==> config.mk <==
export PLATFORM = sky130hd
export DESIGN_NAME = cpu_core
export DESIGN_NICKNAME = d
export VERILOG_FILES = /design/src/common/isa_pkg.sv /design/src/common/pipe_pkg.sv /design/src/decode/regfile.sv /design/src/execute/mul_unit.sv /design/src/decode/id_stage.sv /design/src/execute/exe_stage.sv /design/src/logic/wb_stage.sv /design/src/logic/cpu_core.sv
export VERILOG_INCLUDE_DIRS = /design/src /design/src/common
export SDC_FILE = /design/constraint.sdc
export NUM_CORES = 2
export LEC_CHECK = 0
export BUFFER_PORTS_ARGS = -buffer_cell sky130_fd_sc_hd__buf_4
export CORE_ASPECT_RATIO = 1.4
export CORE_MARGIN = 5
export CORE_UTILIZATION = 35
export CTS_CLUSTER_SIZE = 24
export DETAILED_ROUTE_END_ITERATION = 10
export PLACE_DENSITY = 0.51
export SLEW_MARGIN = 25
export SYNTH_ARGS = -nofsm -noshare
export SYNTH_HDL_FRONTEND = slang
export SYNTH_SLANG_ARGS = --single-unit
==> constraint.sdc <==
create_clock -name aclk -period 21.8 [get_ports aclk]
set_input_delay 3.27 -clock aclk [delete_from_list [all_inputs] [get_ports aclk]]
set_output_delay 3.27 -clock aclk [all_outputs]
set_load 0.02 [all_outputs]
==> src/common/cpu_params.svh <==
`ifndef CPU_PARAMS_SVH
`define CPU_PARAMS_SVH

// datapath and pc width
`define XLEN 32

// register file geometry
`define REG_ADDR_W 5
`define REG_COUNT 32

// cycles a mul spends in execute, must divide XLEN
`define MUL_CYCLES 4

`endif

==> src/common/isa_pkg.sv <==
package isa_pkg;

    // major opcodes, inst[31:26]
    typedef enum logic [5:0] {
        OP_SPECIAL  = 6'h00,
        OP_ADDIU    = 6'h09,
        OP_LUI      = 6'h0f,
        OP_SPECIAL2 = 6'h1c
    } opcode_e;

    // function field, inst[5:0]
    typedef enum logic [5:0] {
        F_SLL  = 6'h00,
        F_MUL  = 6'h02,  // only under SPECIAL2
        F_ADDU = 6'h21,
        F_SUBU = 6'h23,
        F_AND  = 6'h24,
        F_OR   = 6'h25,
        F_XOR  = 6'h26,
        F_SLT  = 6'h2a
    } funct_e;

    // internal operation carried to execute
    typedef enum logic [3:0] {
        ALU_ADDU,
        ALU_SUBU,
        ALU_AND,
        ALU_OR,
        ALU_XOR,
        ALU_SLT,
        ALU_SLL,
        ALU_MUL,
        ALU_ADDIU,
        ALU_LUI
    } alu_op_e;

endpackage

==> src/common/pipe_pkg.sv <==
package pipe_pkg;

`include "cpu_params.svh"

    typedef struct packed {
        logic [`XLEN-1:0]         pc;
        isa_pkg::alu_op_e         alu_op;
        logic [`XLEN-1:0]         src1;
        logic [`XLEN-1:0]         src2;   // rt value or expanded immediate
        logic [$clog2(`XLEN)-1:0] sa;
        logic [`REG_ADDR_W-1:0]   dest;
    } ds_to_es_t;

    typedef struct packed {
        logic [`XLEN-1:0]       pc;
        logic [`REG_ADDR_W-1:0] dest;
        logic [`XLEN-1:0]       result;
    } es_to_ws_t;

    // bypass source seen by decode
    typedef struct packed {
        logic                   valid;
        logic [`REG_ADDR_W-1:0] dest;
        logic [`XLEN-1:0]       result;
        logic                   ready;  // result is final
    } fwd_t;

    typedef struct packed {
        logic                   wen;
        logic [`REG_ADDR_W-1:0] waddr;
        logic [`XLEN-1:0]       wdata;
    } rf_write_t;

    typedef struct packed {
        logic                   valid;
        logic [`XLEN-1:0]       pc;
        logic [3:0]             wen;
        logic [`REG_ADDR_W-1:0] wnum;
        logic [`XLEN-1:0]       wdata;
    } trace_t;

endpackage

==> src/decode/regfile.sv <==
`timescale 1ns/1ps
`include "cpu_params.svh"

module regfile (
    input  logic                   aclk,
    input  logic [`REG_ADDR_W-1:0] raddr1,
    input  logic [`REG_ADDR_W-1:0] raddr2,
    output logic [`XLEN-1:0]       rdata1,
    output logic [`XLEN-1:0]       rdata2,
    input  pipe_pkg::rf_write_t    wr
);

    logic [`XLEN-1:0] regs [`REG_COUNT];

    always_ff @(posedge aclk) begin
        if (wr.wen && wr.waddr != '0) begin
            regs[wr.waddr] <= wr.wdata;
        end
    end

    // write-first, $0 hardwired
    always_comb begin
        if (raddr1 == '0)
            rdata1 = '0;
        else if (wr.wen && wr.waddr == raddr1)
            rdata1 = wr.wdata;
        else
            rdata1 = regs[raddr1];

        if (raddr2 == '0)
            rdata2 = '0;
        else if (wr.wen && wr.waddr == raddr2)
            rdata2 = wr.wdata;
        else
            rdata2 = regs[raddr2];
    end

endmodule

==> src/execute/mul_unit.sv <==
`timescale 1ns/1ps
`include "cpu_params.svh"

// shift-add multiplier, XLEN/MUL_CYCLES multiplier bits per cycle
module mul_unit (
    input  logic             aclk,
    input  logic             rst,
    input  logic             start,
    input  logic [`XLEN-1:0] a,
    input  logic [`XLEN-1:0] b,
    output logic             done,
    output logic [`XLEN-1:0] product
);

    localparam int CH    = `XLEN / `MUL_CYCLES;
    localparam int CNT_W = $clog2(`MUL_CYCLES + 1);

    logic             busy;
    logic [CNT_W-1:0] count;
    logic [`XLEN-1:0] acc;
    logic [`XLEN-1:0] acc_base;
    logic [CH-1:0]    b_chunk;
    logic [`XLEN-1:0] partial;

    // a and b stay stable while the owning stage holds its record
    assign b_chunk  = b[count*CH +: CH];
    assign partial  = (a * b_chunk) << (count * CH);
    assign acc_base = busy ? acc : '0;

    // last chunk is added combinationally
    assign done    = (start || busy) && count == CNT_W'(`MUL_CYCLES - 1);
    assign product = acc_base + partial;

    always_ff @(posedge aclk) begin
        if (rst) begin
            busy  <= 1'b0;
            count <= '0;
        end else if (done) begin
            busy  <= 1'b0;
            count <= '0;
        end else if (start || busy) begin
            busy  <= 1'b1;
            count <= count + 1'b1;
        end
        if (start || busy) begin
            acc <= product;
        end
    end

endmodule

==> src/decode/id_stage.sv <==
`timescale 1ns/1ps
`include "cpu_params.svh"

module id_stage (
    input  logic                aclk,
    input  logic                rst,
    input  logic                inst_valid,
    input  logic [`XLEN-1:0]    inst_pc,
    input  logic [`XLEN-1:0]    inst_word,
    output logic                inst_ready,
    input  logic                es_allowin,
    input  pipe_pkg::fwd_t      es_fwd,
    input  pipe_pkg::fwd_t      ws_fwd,
    input  pipe_pkg::rf_write_t rf_wr,
    output logic                ds_to_es_valid,
    output pipe_pkg::ds_to_es_t ds_to_es_bus
);

    logic                   ds_valid;
    logic                   ds_allowin;
    logic                   ds_ready_go;
    logic [`XLEN-1:0]       ds_pc;
    logic [`XLEN-1:0]       ds_inst;
    isa_pkg::opcode_e       opcode;
    isa_pkg::funct_e        funct;
    logic [`REG_ADDR_W-1:0] rs;
    logic [`REG_ADDR_W-1:0] rt;
    logic [`REG_ADDR_W-1:0] rd;
    logic [`XLEN-1:0]       rf_rdata1;
    logic [`XLEN-1:0]       rf_rdata2;
    logic [`XLEN-1:0]       rs_value;
    logic [`XLEN-1:0]       rt_value;
    isa_pkg::alu_op_e       alu_op;
    logic [`REG_ADDR_W-1:0] dest;
    logic                   uses_rs;
    logic                   uses_rt;
    logic                   use_imm;
    logic [`XLEN-1:0]       imm_value;

    // execute first, then write-back, then the array
    function automatic logic [`XLEN-1:0] pick_operand(
        input logic [`REG_ADDR_W-1:0] src,
        input logic [`XLEN-1:0]       rf_value,
        input pipe_pkg::fwd_t         es,
        input pipe_pkg::fwd_t         ws
    );
        if (src != '0 && es.valid && es.dest == src)
            return es.result;
        if (src != '0 && ws.valid && ws.dest == src)
            return ws.result;
        return rf_value;
    endfunction

    assign ds_allowin  = !ds_valid || (ds_ready_go && es_allowin);
    assign inst_ready  = ds_allowin;

    always_ff @(posedge aclk) begin
        if (rst) begin
            ds_valid <= 1'b0;
        end else if (ds_allowin) begin
            ds_valid <= inst_valid;
        end
        if (inst_valid && ds_allowin) begin
            ds_pc   <= inst_pc;
            ds_inst <= inst_word;
        end
    end

    assign opcode = isa_pkg::opcode_e'(ds_inst[31:26]);
    assign funct  = isa_pkg::funct_e'(ds_inst[5:0]);
    assign rs     = ds_inst[25:21];
    assign rt     = ds_inst[20:16];
    assign rd     = ds_inst[15:11];

    always_comb begin
        alu_op    = isa_pkg::ALU_ADDU;
        dest      = '0;     // unknown words retire into $0
        uses_rs   = 1'b0;
        uses_rt   = 1'b0;
        use_imm   = 1'b0;
        imm_value = '0;
        case (opcode)
            isa_pkg::OP_SPECIAL: begin
                dest    = rd;
                uses_rs = 1'b1;
                uses_rt = 1'b1;
                case (funct)
                    isa_pkg::F_ADDU: alu_op = isa_pkg::ALU_ADDU;
                    isa_pkg::F_SUBU: alu_op = isa_pkg::ALU_SUBU;
                    isa_pkg::F_AND:  alu_op = isa_pkg::ALU_AND;
                    isa_pkg::F_OR:   alu_op = isa_pkg::ALU_OR;
                    isa_pkg::F_XOR:  alu_op = isa_pkg::ALU_XOR;
                    isa_pkg::F_SLT:  alu_op = isa_pkg::ALU_SLT;
                    isa_pkg::F_SLL: begin
                        alu_op  = isa_pkg::ALU_SLL;
                        uses_rs = 1'b0;
                    end
                    default: dest = '0;
                endcase
            end
            isa_pkg::OP_SPECIAL2: begin
                if (funct == isa_pkg::F_MUL) begin
                    alu_op  = isa_pkg::ALU_MUL;
                    dest    = rd;
                    uses_rs = 1'b1;
                    uses_rt = 1'b1;
                end
            end
            isa_pkg::OP_ADDIU: begin
                alu_op    = isa_pkg::ALU_ADDIU;
                dest      = rt;
                uses_rs   = 1'b1;
                use_imm   = 1'b1;
                imm_value = {{(`XLEN-16){ds_inst[15]}}, ds_inst[15:0]};
            end
            isa_pkg::OP_LUI: begin
                alu_op    = isa_pkg::ALU_LUI;
                dest      = rt;
                use_imm   = 1'b1;
                imm_value = {ds_inst[15:0], {(`XLEN-16){1'b0}}};
            end
            default: ;
        endcase
    end

    regfile u_regfile (
        .aclk   (aclk),
        .raddr1 (rs),
        .raddr2 (rt),
        .rdata1 (rf_rdata1),
        .rdata2 (rf_rdata2),
        .wr     (rf_wr)
    );

    assign rs_value = pick_operand(rs, rf_rdata1, es_fwd, ws_fwd);
    assign rt_value = pick_operand(rt, rf_rdata2, es_fwd, ws_fwd);

    // wait for a mul that has not finished yet
    assign ds_ready_go = !(es_fwd.valid && !es_fwd.ready && es_fwd.dest != '0 &&
                           ((uses_rs && es_fwd.dest == rs) || (uses_rt && es_fwd.dest == rt)));

    assign ds_to_es_valid = ds_valid && ds_ready_go;

    always_comb begin
        ds_to_es_bus.pc     = ds_pc;
        ds_to_es_bus.alu_op = alu_op;
        ds_to_es_bus.src1   = rs_value;
        ds_to_es_bus.src2   = use_imm ? imm_value : rt_value;
        ds_to_es_bus.sa     = ds_inst[10:6];
        ds_to_es_bus.dest   = dest;
    end

endmodule

==> src/execute/exe_stage.sv <==
`timescale 1ns/1ps
`include "cpu_params.svh"

module exe_stage (
    input  logic                aclk,
    input  logic                rst,
    input  logic                ds_to_es_valid,
    input  pipe_pkg::ds_to_es_t ds_to_es_bus,
    output logic                es_allowin,
    input  logic                ws_allowin,
    output logic                es_to_ws_valid,
    output pipe_pkg::es_to_ws_t es_to_ws_bus,
    output pipe_pkg::fwd_t      es_fwd
);

    logic                es_valid;
    pipe_pkg::ds_to_es_t es_rec;
    logic                es_ready_go;
    logic                is_mul;
    logic                mul_started;
    logic                mul_start;
    logic                mul_done;
    logic [`XLEN-1:0]    mul_product;
    logic [`XLEN-1:0]    alu_result;
    logic [`XLEN-1:0]    es_result;

    assign es_allowin = !es_valid || (es_ready_go && ws_allowin);

    always_ff @(posedge aclk) begin
        if (rst) begin
            es_valid <= 1'b0;
        end else if (es_allowin) begin
            es_valid <= ds_to_es_valid;
        end
        if (ds_to_es_valid && es_allowin) begin
            es_rec <= ds_to_es_bus;
        end
    end

    always_comb begin
        case (es_rec.alu_op)
            isa_pkg::ALU_ADDU,
            isa_pkg::ALU_ADDIU: alu_result = es_rec.src1 + es_rec.src2;
            isa_pkg::ALU_SUBU:  alu_result = es_rec.src1 - es_rec.src2;
            isa_pkg::ALU_AND:   alu_result = es_rec.src1 & es_rec.src2;
            isa_pkg::ALU_OR:    alu_result = es_rec.src1 | es_rec.src2;
            isa_pkg::ALU_XOR:   alu_result = es_rec.src1 ^ es_rec.src2;
            isa_pkg::ALU_SLT:
                alu_result = {{(`XLEN-1){1'b0}}, $signed(es_rec.src1) < $signed(es_rec.src2)};
            isa_pkg::ALU_SLL:   alu_result = es_rec.src2 << es_rec.sa;
            isa_pkg::ALU_LUI:   alu_result = es_rec.src2;  // already shifted in decode
            default:            alu_result = '0;
        endcase
    end

    assign is_mul    = es_rec.alu_op == isa_pkg::ALU_MUL;
    assign mul_start = es_valid && is_mul && !mul_started;  // one start per mul

    always_ff @(posedge aclk) begin
        if (rst) begin
            mul_started <= 1'b0;
        end else if (mul_done) begin
            mul_started <= 1'b0;
        end else if (mul_start) begin
            mul_started <= 1'b1;
        end
    end

    mul_unit u_mul_unit (
        .aclk    (aclk),
        .rst     (rst),
        .start   (mul_start),
        .a       (es_rec.src1),
        .b       (es_rec.src2),
        .done    (mul_done),
        .product (mul_product)
    );

    assign es_ready_go = !is_mul || mul_done;
    assign es_result   = is_mul ? mul_product : alu_result;

    assign es_to_ws_valid = es_valid && es_ready_go;

    always_comb begin
        es_to_ws_bus.pc     = es_rec.pc;
        es_to_ws_bus.dest   = es_rec.dest;
        es_to_ws_bus.result = es_result;

        es_fwd.valid  = es_valid;
        es_fwd.dest   = es_rec.dest;
        es_fwd.result = es_result;
        es_fwd.ready  = es_ready_go;  // low while mul runs
    end

endmodule

==> src/logic/wb_stage.sv <==
`timescale 1ns/1ps
`include "cpu_params.svh"

module wb_stage (
    input  logic                aclk,
    input  logic                rst,
    input  logic                es_to_ws_valid,
    input  pipe_pkg::es_to_ws_t es_to_ws_bus,
    output logic                ws_allowin,
    output pipe_pkg::rf_write_t rf_wr,
    output pipe_pkg::fwd_t      ws_fwd,
    output pipe_pkg::trace_t    trace
);

    logic                ws_valid;
    pipe_pkg::es_to_ws_t ws_rec;
    logic                ws_wen;

    assign ws_allowin = 1'b1;  // retires every cycle

    always_ff @(posedge aclk) begin
        if (rst) begin
            ws_valid <= 1'b0;
        end else begin
            ws_valid <= es_to_ws_valid;
        end
        if (es_to_ws_valid) begin
            ws_rec <= es_to_ws_bus;
        end
    end

    assign ws_wen = ws_valid && ws_rec.dest != '0;

    always_comb begin
        rf_wr.wen   = ws_wen;
        rf_wr.waddr = ws_rec.dest;
        rf_wr.wdata = ws_rec.result;

        ws_fwd.valid  = ws_valid;
        ws_fwd.dest   = ws_rec.dest;
        ws_fwd.result = ws_rec.result;
        ws_fwd.ready  = 1'b1;

        trace.valid = ws_valid;
        trace.pc    = ws_rec.pc;
        trace.wen   = {4{ws_wen}};     // $0 writes still show wdata
        trace.wnum  = ws_rec.dest;
        trace.wdata = ws_rec.result;
    end

endmodule

==> src/logic/cpu_core.sv <==
`timescale 1ns/1ps
`include "cpu_params.svh"

module cpu_core (
    input  logic                   aclk,
    input  logic                   rst,
    input  logic                   inst_valid,
    input  logic [`XLEN-1:0]       inst_pc,
    input  logic [`XLEN-1:0]       inst_word,
    output logic                   inst_ready,
    output logic                   debug_wb_valid,
    output logic [`XLEN-1:0]       debug_wb_pc,
    output logic [3:0]             debug_wb_rf_wen,
    output logic [`REG_ADDR_W-1:0] debug_wb_rf_wnum,
    output logic [`XLEN-1:0]       debug_wb_rf_wdata
);

    logic                es_allowin;
    logic                ws_allowin;
    logic                ds_to_es_valid;
    logic                es_to_ws_valid;
    pipe_pkg::ds_to_es_t ds_to_es_bus;
    pipe_pkg::es_to_ws_t es_to_ws_bus;
    pipe_pkg::fwd_t      es_fwd;
    pipe_pkg::fwd_t      ws_fwd;
    pipe_pkg::rf_write_t rf_wr;
    pipe_pkg::trace_t    trace;

    id_stage u_id_stage (
        .aclk           (aclk),
        .rst            (rst),
        .inst_valid     (inst_valid),
        .inst_pc        (inst_pc),
        .inst_word      (inst_word),
        .inst_ready     (inst_ready),
        .es_allowin     (es_allowin),
        .es_fwd         (es_fwd),
        .ws_fwd         (ws_fwd),
        .rf_wr          (rf_wr),
        .ds_to_es_valid (ds_to_es_valid),
        .ds_to_es_bus   (ds_to_es_bus)
    );

    exe_stage u_exe_stage (
        .aclk           (aclk),
        .rst            (rst),
        .ds_to_es_valid (ds_to_es_valid),
        .ds_to_es_bus   (ds_to_es_bus),
        .es_allowin     (es_allowin),
        .ws_allowin     (ws_allowin),
        .es_to_ws_valid (es_to_ws_valid),
        .es_to_ws_bus   (es_to_ws_bus),
        .es_fwd         (es_fwd)
    );

    wb_stage u_wb_stage (
        .aclk           (aclk),
        .rst            (rst),
        .es_to_ws_valid (es_to_ws_valid),
        .es_to_ws_bus   (es_to_ws_bus),
        .ws_allowin     (ws_allowin),
        .rf_wr          (rf_wr),
        .ws_fwd         (ws_fwd),
        .trace          (trace)
    );

    // trace port
    assign debug_wb_valid    = trace.valid;
    assign debug_wb_pc       = trace.pc;
    assign debug_wb_rf_wen   = trace.wen;
    assign debug_wb_rf_wnum  = trace.wnum;
    assign debug_wb_rf_wdata = trace.wdata;

endmodule

==> flow_summary.toml <==
[timing]
slew_headroom_pct = 29.02
hold_ws_ps = 414.9
final_max_slew_viol_count = 0
fin_crit_sh_pct = 47.09
fmax_mhz = 97.42
min_period_ps = 10260
setup-violations-final = 0
fin_ws_ps = 11540
final.setup.tns_ps = 0
rsz0062_at_grt = "no"
worstMarginPinSlew_ps = 1062
clock-skew-final_ps = 46.46
hold_viol = 0

[global_routing]
grt_pass1_vias = 47870
grt_overflow_total = 0
globalRouteTotalUtil_pct = 22.81
antenna_found_initial = 7
grt_max_degree = 131
grt_pass1_wl_um = 361000

[critical_path]
r2r_start = "u_exe_stage.u_mul_unit.count[2]"
endpoint = "u_exe_stage.es_rec[39]"
cp-start-kind = "flip-flop"
path_max_fanout = 130
crit_top_cell = "fa_1"
slowest_stage = "dfxtp_1"
r2r_setup_slack_ps = 11540
worstReg2RegEnd = "u_exe_stage.es_rec[39]"
reg2regPathDepth = 28
critical_path_required_ps = 22320
arrival_ps = 10780
setup.worst_path.end_class = "flip-flop"
crit_path_max_incr_delay_ps = 800
startpoint = "u_exe_stage.u_mul_unit.count[2]"
path_class = "flip-flop to flip-flop"

[floorplan]
ios = 142
core_um2 = 209900
start_util_pct = 35.12
dieHeight_um = 553.1
num_rows = 199
die_w_um = 397.9
die_area_um2 = 220100

[placed_design]
gp_congestion = 0.9780
port_buffers = 141
dpl.hpwl_um = 170200
pre_cts_slack_ps = 11810
dpl_cell_area_um2 = 78590

[pwr]
power.density_nw_per_um2 = 107.6
power.leakage_nw = 28.87
peakVddDrop_v = 0.00008950

[cts]
cts.sinks = 1317
postCtsSetupBuffers = 0
clockRootBuffer = "clkbuf_16"
cts_resized = 0
htree_levels = 4
cts.clk_slew.worst_paths_ps = 70
ctsHoldBuffers = 0
clock_latency_ps = 790
cts_tree = "yes"
cts_made_buffers = 142
clockBufferDepth = 4

[drt]
drtPass1Iterations = 8
routed_wl_um = 256000
vias_per_cell = 5.905
drc = 0
drt_iter0_drc = 4494
route.vias.total = 46380
ant_nets = 0
wl_per_cell_um = 32.59

[finish]
areaGrowthSynthToFinish_pct = 12.60
fin_area_um2 = 83020
drive_gt1_share_pct = 24.32
multi_input_area_um2 = 32460
seq_area_um2 = 39410
nFillCells = 19260
layout.nets = 5338

[synthesis]
ys_ff_latch = 1317
ys_warn_count = 0
syn_avg_cell_area_um2 = 15.28
synthArstFlopShare_pct = 0
synth_ff_type = "edfxtp_1"
netlist_area_um2 = 73730
synth-seq-area-share_pct = 53.40
syn_inst = 4826
synth_cell_types = 99
synth_edf_count = 1299

[outcome]
outcome = "finished clean"

[flow_run]
drv_cap = 0

[worst_hold_path]
hp-class = "flip-flop to flip-flop"
[how the worst min path moves through the flow]
stage,startpoint,endpoint,cells past startpoint
finish,u_id_stage.ds_pc[4],u_exe_stage.es_to_ws_bus[41],0
global route,u_exe_stage.es_to_ws_bus[54],u_wb_stage.trace[58],0
CTS,u_id_stage.ds_pc[4],u_exe_stage.es_to_ws_bus[41],0
detailed placement,u_id_stage.ds_pc[0],u_exe_stage.es_to_ws_bus[37],0
global placement,u_exe_stage.es_to_ws_bus[67],u_wb_stage.trace[71],0
floorplan,u_id_stage.ds_pc[0],u_exe_stage.es_to_ws_bus[37],0
[cells in the final DEF (no fill, tap or decap), drive strengths merged, types with 12 or more instances in the layout]
cell type	synthesis	final
nand2	262	262
clkinv	1	43
mux4	666	666
conb	1	32
a22oi	16	16
buf	102	283
a31oi	21	21
nand2b	23	23
xnor2	59	59
dfxtp	18	18
o21ai	143	143
mux2	17	17
or3	16	16
a211oi	47	47
ha	169	169
and3	176	176
clkbuf	239	180
nand3	37	37
xor2	39	39
o221ai	12	12
o22ai	29	29
edfxtp	1299	1299
a21o	47	47
mux2i	110	110
a221o	28	28
inv	263	268
nor2	242	242
nand4	23	23
o21bai	27	27
a21oi	204	204
fa	159	159
nor3	33	33
a221oi	40	40
o211ai	38	38
and2	45	45
nor2b	23	23
[metal layers]
metal	routed length, um	track usage, %
met4	15250	11.71
met1	94560	27.14
met5	45	0
met2	132900	40.47
met3	13220	2.761
[final cells by class]
class                      count  share of cell area [%]
multi-input combinational   2935                   39.10
timing repair buffer         283                   2.714
inverter                     264                   1.195
clock buffer                 180                   4.591
tap                         2814                   4.241
clock inverter                58                  0.6752
sequential                  1317                   47.47
antenna                        4                 0.01206
[per-stage QoR]
stage          total power, mW  instances  utilization (%)
6_report                 8.929       7855            39.55
4_1_cts                  8.976       7848            39.52
5_1_grt                  9.345       7853            39.55
2_1_floorplan            5.365       4857                -
3_3_place_gp             6.618       7606            37.40
3_5_place_dp             6.611       7610            37.44
[state kept, by name, summed over array words and instances, names as in the netlist, named ones only]
signal,cells
u_exe_stage.es_valid,1
u_exe_stage.es_rec,73
u_wb_stage.rf_wr,37
u_exe_stage.es_to_ws_bus,32
u_exe_stage.u_mul_unit.acc,32
u_wb_stage.ws_valid,1
u_id_stage.u_regfile.regs,1024
u_exe_stage.u_mul_unit.busy,1
u_exe_stage.mul_started,1
u_exe_stage.u_mul_unit.count,3
u_wb_stage.trace,32
u_exe_stage.es_fwd,5
u_id_stage.ds_pc,32
u_id_stage.ds_valid,1
u_id_stage.ds_inst,32
[logic make-up (layout without fill, tap and decap cells)]
logic type,count (synthesis),count (layout),share of synthesized area [%]
multiplexers,793,793,22.10
flip-flops,1317,1317,53.40
AND/OR/NAND/NOR,924,924,6.086
AO/OA/AOI/OAI,760,760,6.906
other,1,36,0.005086
buffers and inverters,605,785,3.153
adder cells (fa/ha/maj),328,328,7.186
XOR/XNOR,98,98,1.164
[where the power goes]
group | leakage [nW] | total, mW | switching (mW) | internal [mW]
sequential | 12.0 | 2.98 | 0.0828 | 2.90
combinational | 14.8 | 3.60 | 2.30 | 1.29
clock | 2.14 | 2.35 | 0.996 | 1.35
total | 28.9 | 8.93 | 3.38 | 5.55
[cell usage after synthesis (all sizes together) (10+ instances only)]
| master | number | area (um2) |
|---|---|---|
| mux2 | 17 | 191.4 |
| mux2i | 110 | 1101 |
| a21o | 47 | 352.8 |
| nor4 | 10 | 62.56 |
| o21ai | 143 | 715.7 |
| xor2 | 39 | 341.6 |
| o21a | 10 | 75.07 |
| mux4 | 666 | 15000 |
| edfxtp | 1299 | 39010 |
| ha | 169 | 2115 |
| clkbuf | 239 | 898.4 |
| o22ai | 29 | 181.4 |
| nand2b | 23 | 143.9 |
| o211ai | 38 | 285.3 |
| and3 | 176 | 1101 |
| o2111ai | 10 | 87.58 |
| nand2 | 262 | 986.0 |
| inv | 263 | 987.2 |
| nor2 | 242 | 908.4 |
| a31oi | 21 | 137.6 |
| nor3 | 33 | 165.2 |
| a221oi | 40 | 356.6 |
| a21oi | 204 | 1021 |
| nor2b | 23 | 143.9 |
| buf | 102 | 435.4 |
| o221ai | 12 | 111.4 |
| and2 | 45 | 284.0 |
| or3 | 16 | 100.1 |
| a221o | 28 | 280.3 |
| a22oi | 16 | 120.1 |
| a211oi | 47 | 357.8 |
| dfxtp | 18 | 360.4 |
| o2bb2ai | 10 | 87.58 |
| xnor2 | 59 | 516.8 |
| fa | 159 | 3183 |
| nand4 | 23 | 143.9 |
| o21bai | 27 | 202.7 |
| nand3 | 37 | 185.2 |
[critical path: cells and delay by family (launching register included)]
family	cells	cell delay (ps)
flip-flops	1	800
AND/OR/NAND/NOR	2	610
AO/OA/AOI/OAI	15	4340
buffers and inverters	4	1300
XOR/XNOR	1	170
adder cells (fa/ha/maj)	6	2690
No activity file was read; power rests on OpenSTA's default activity.
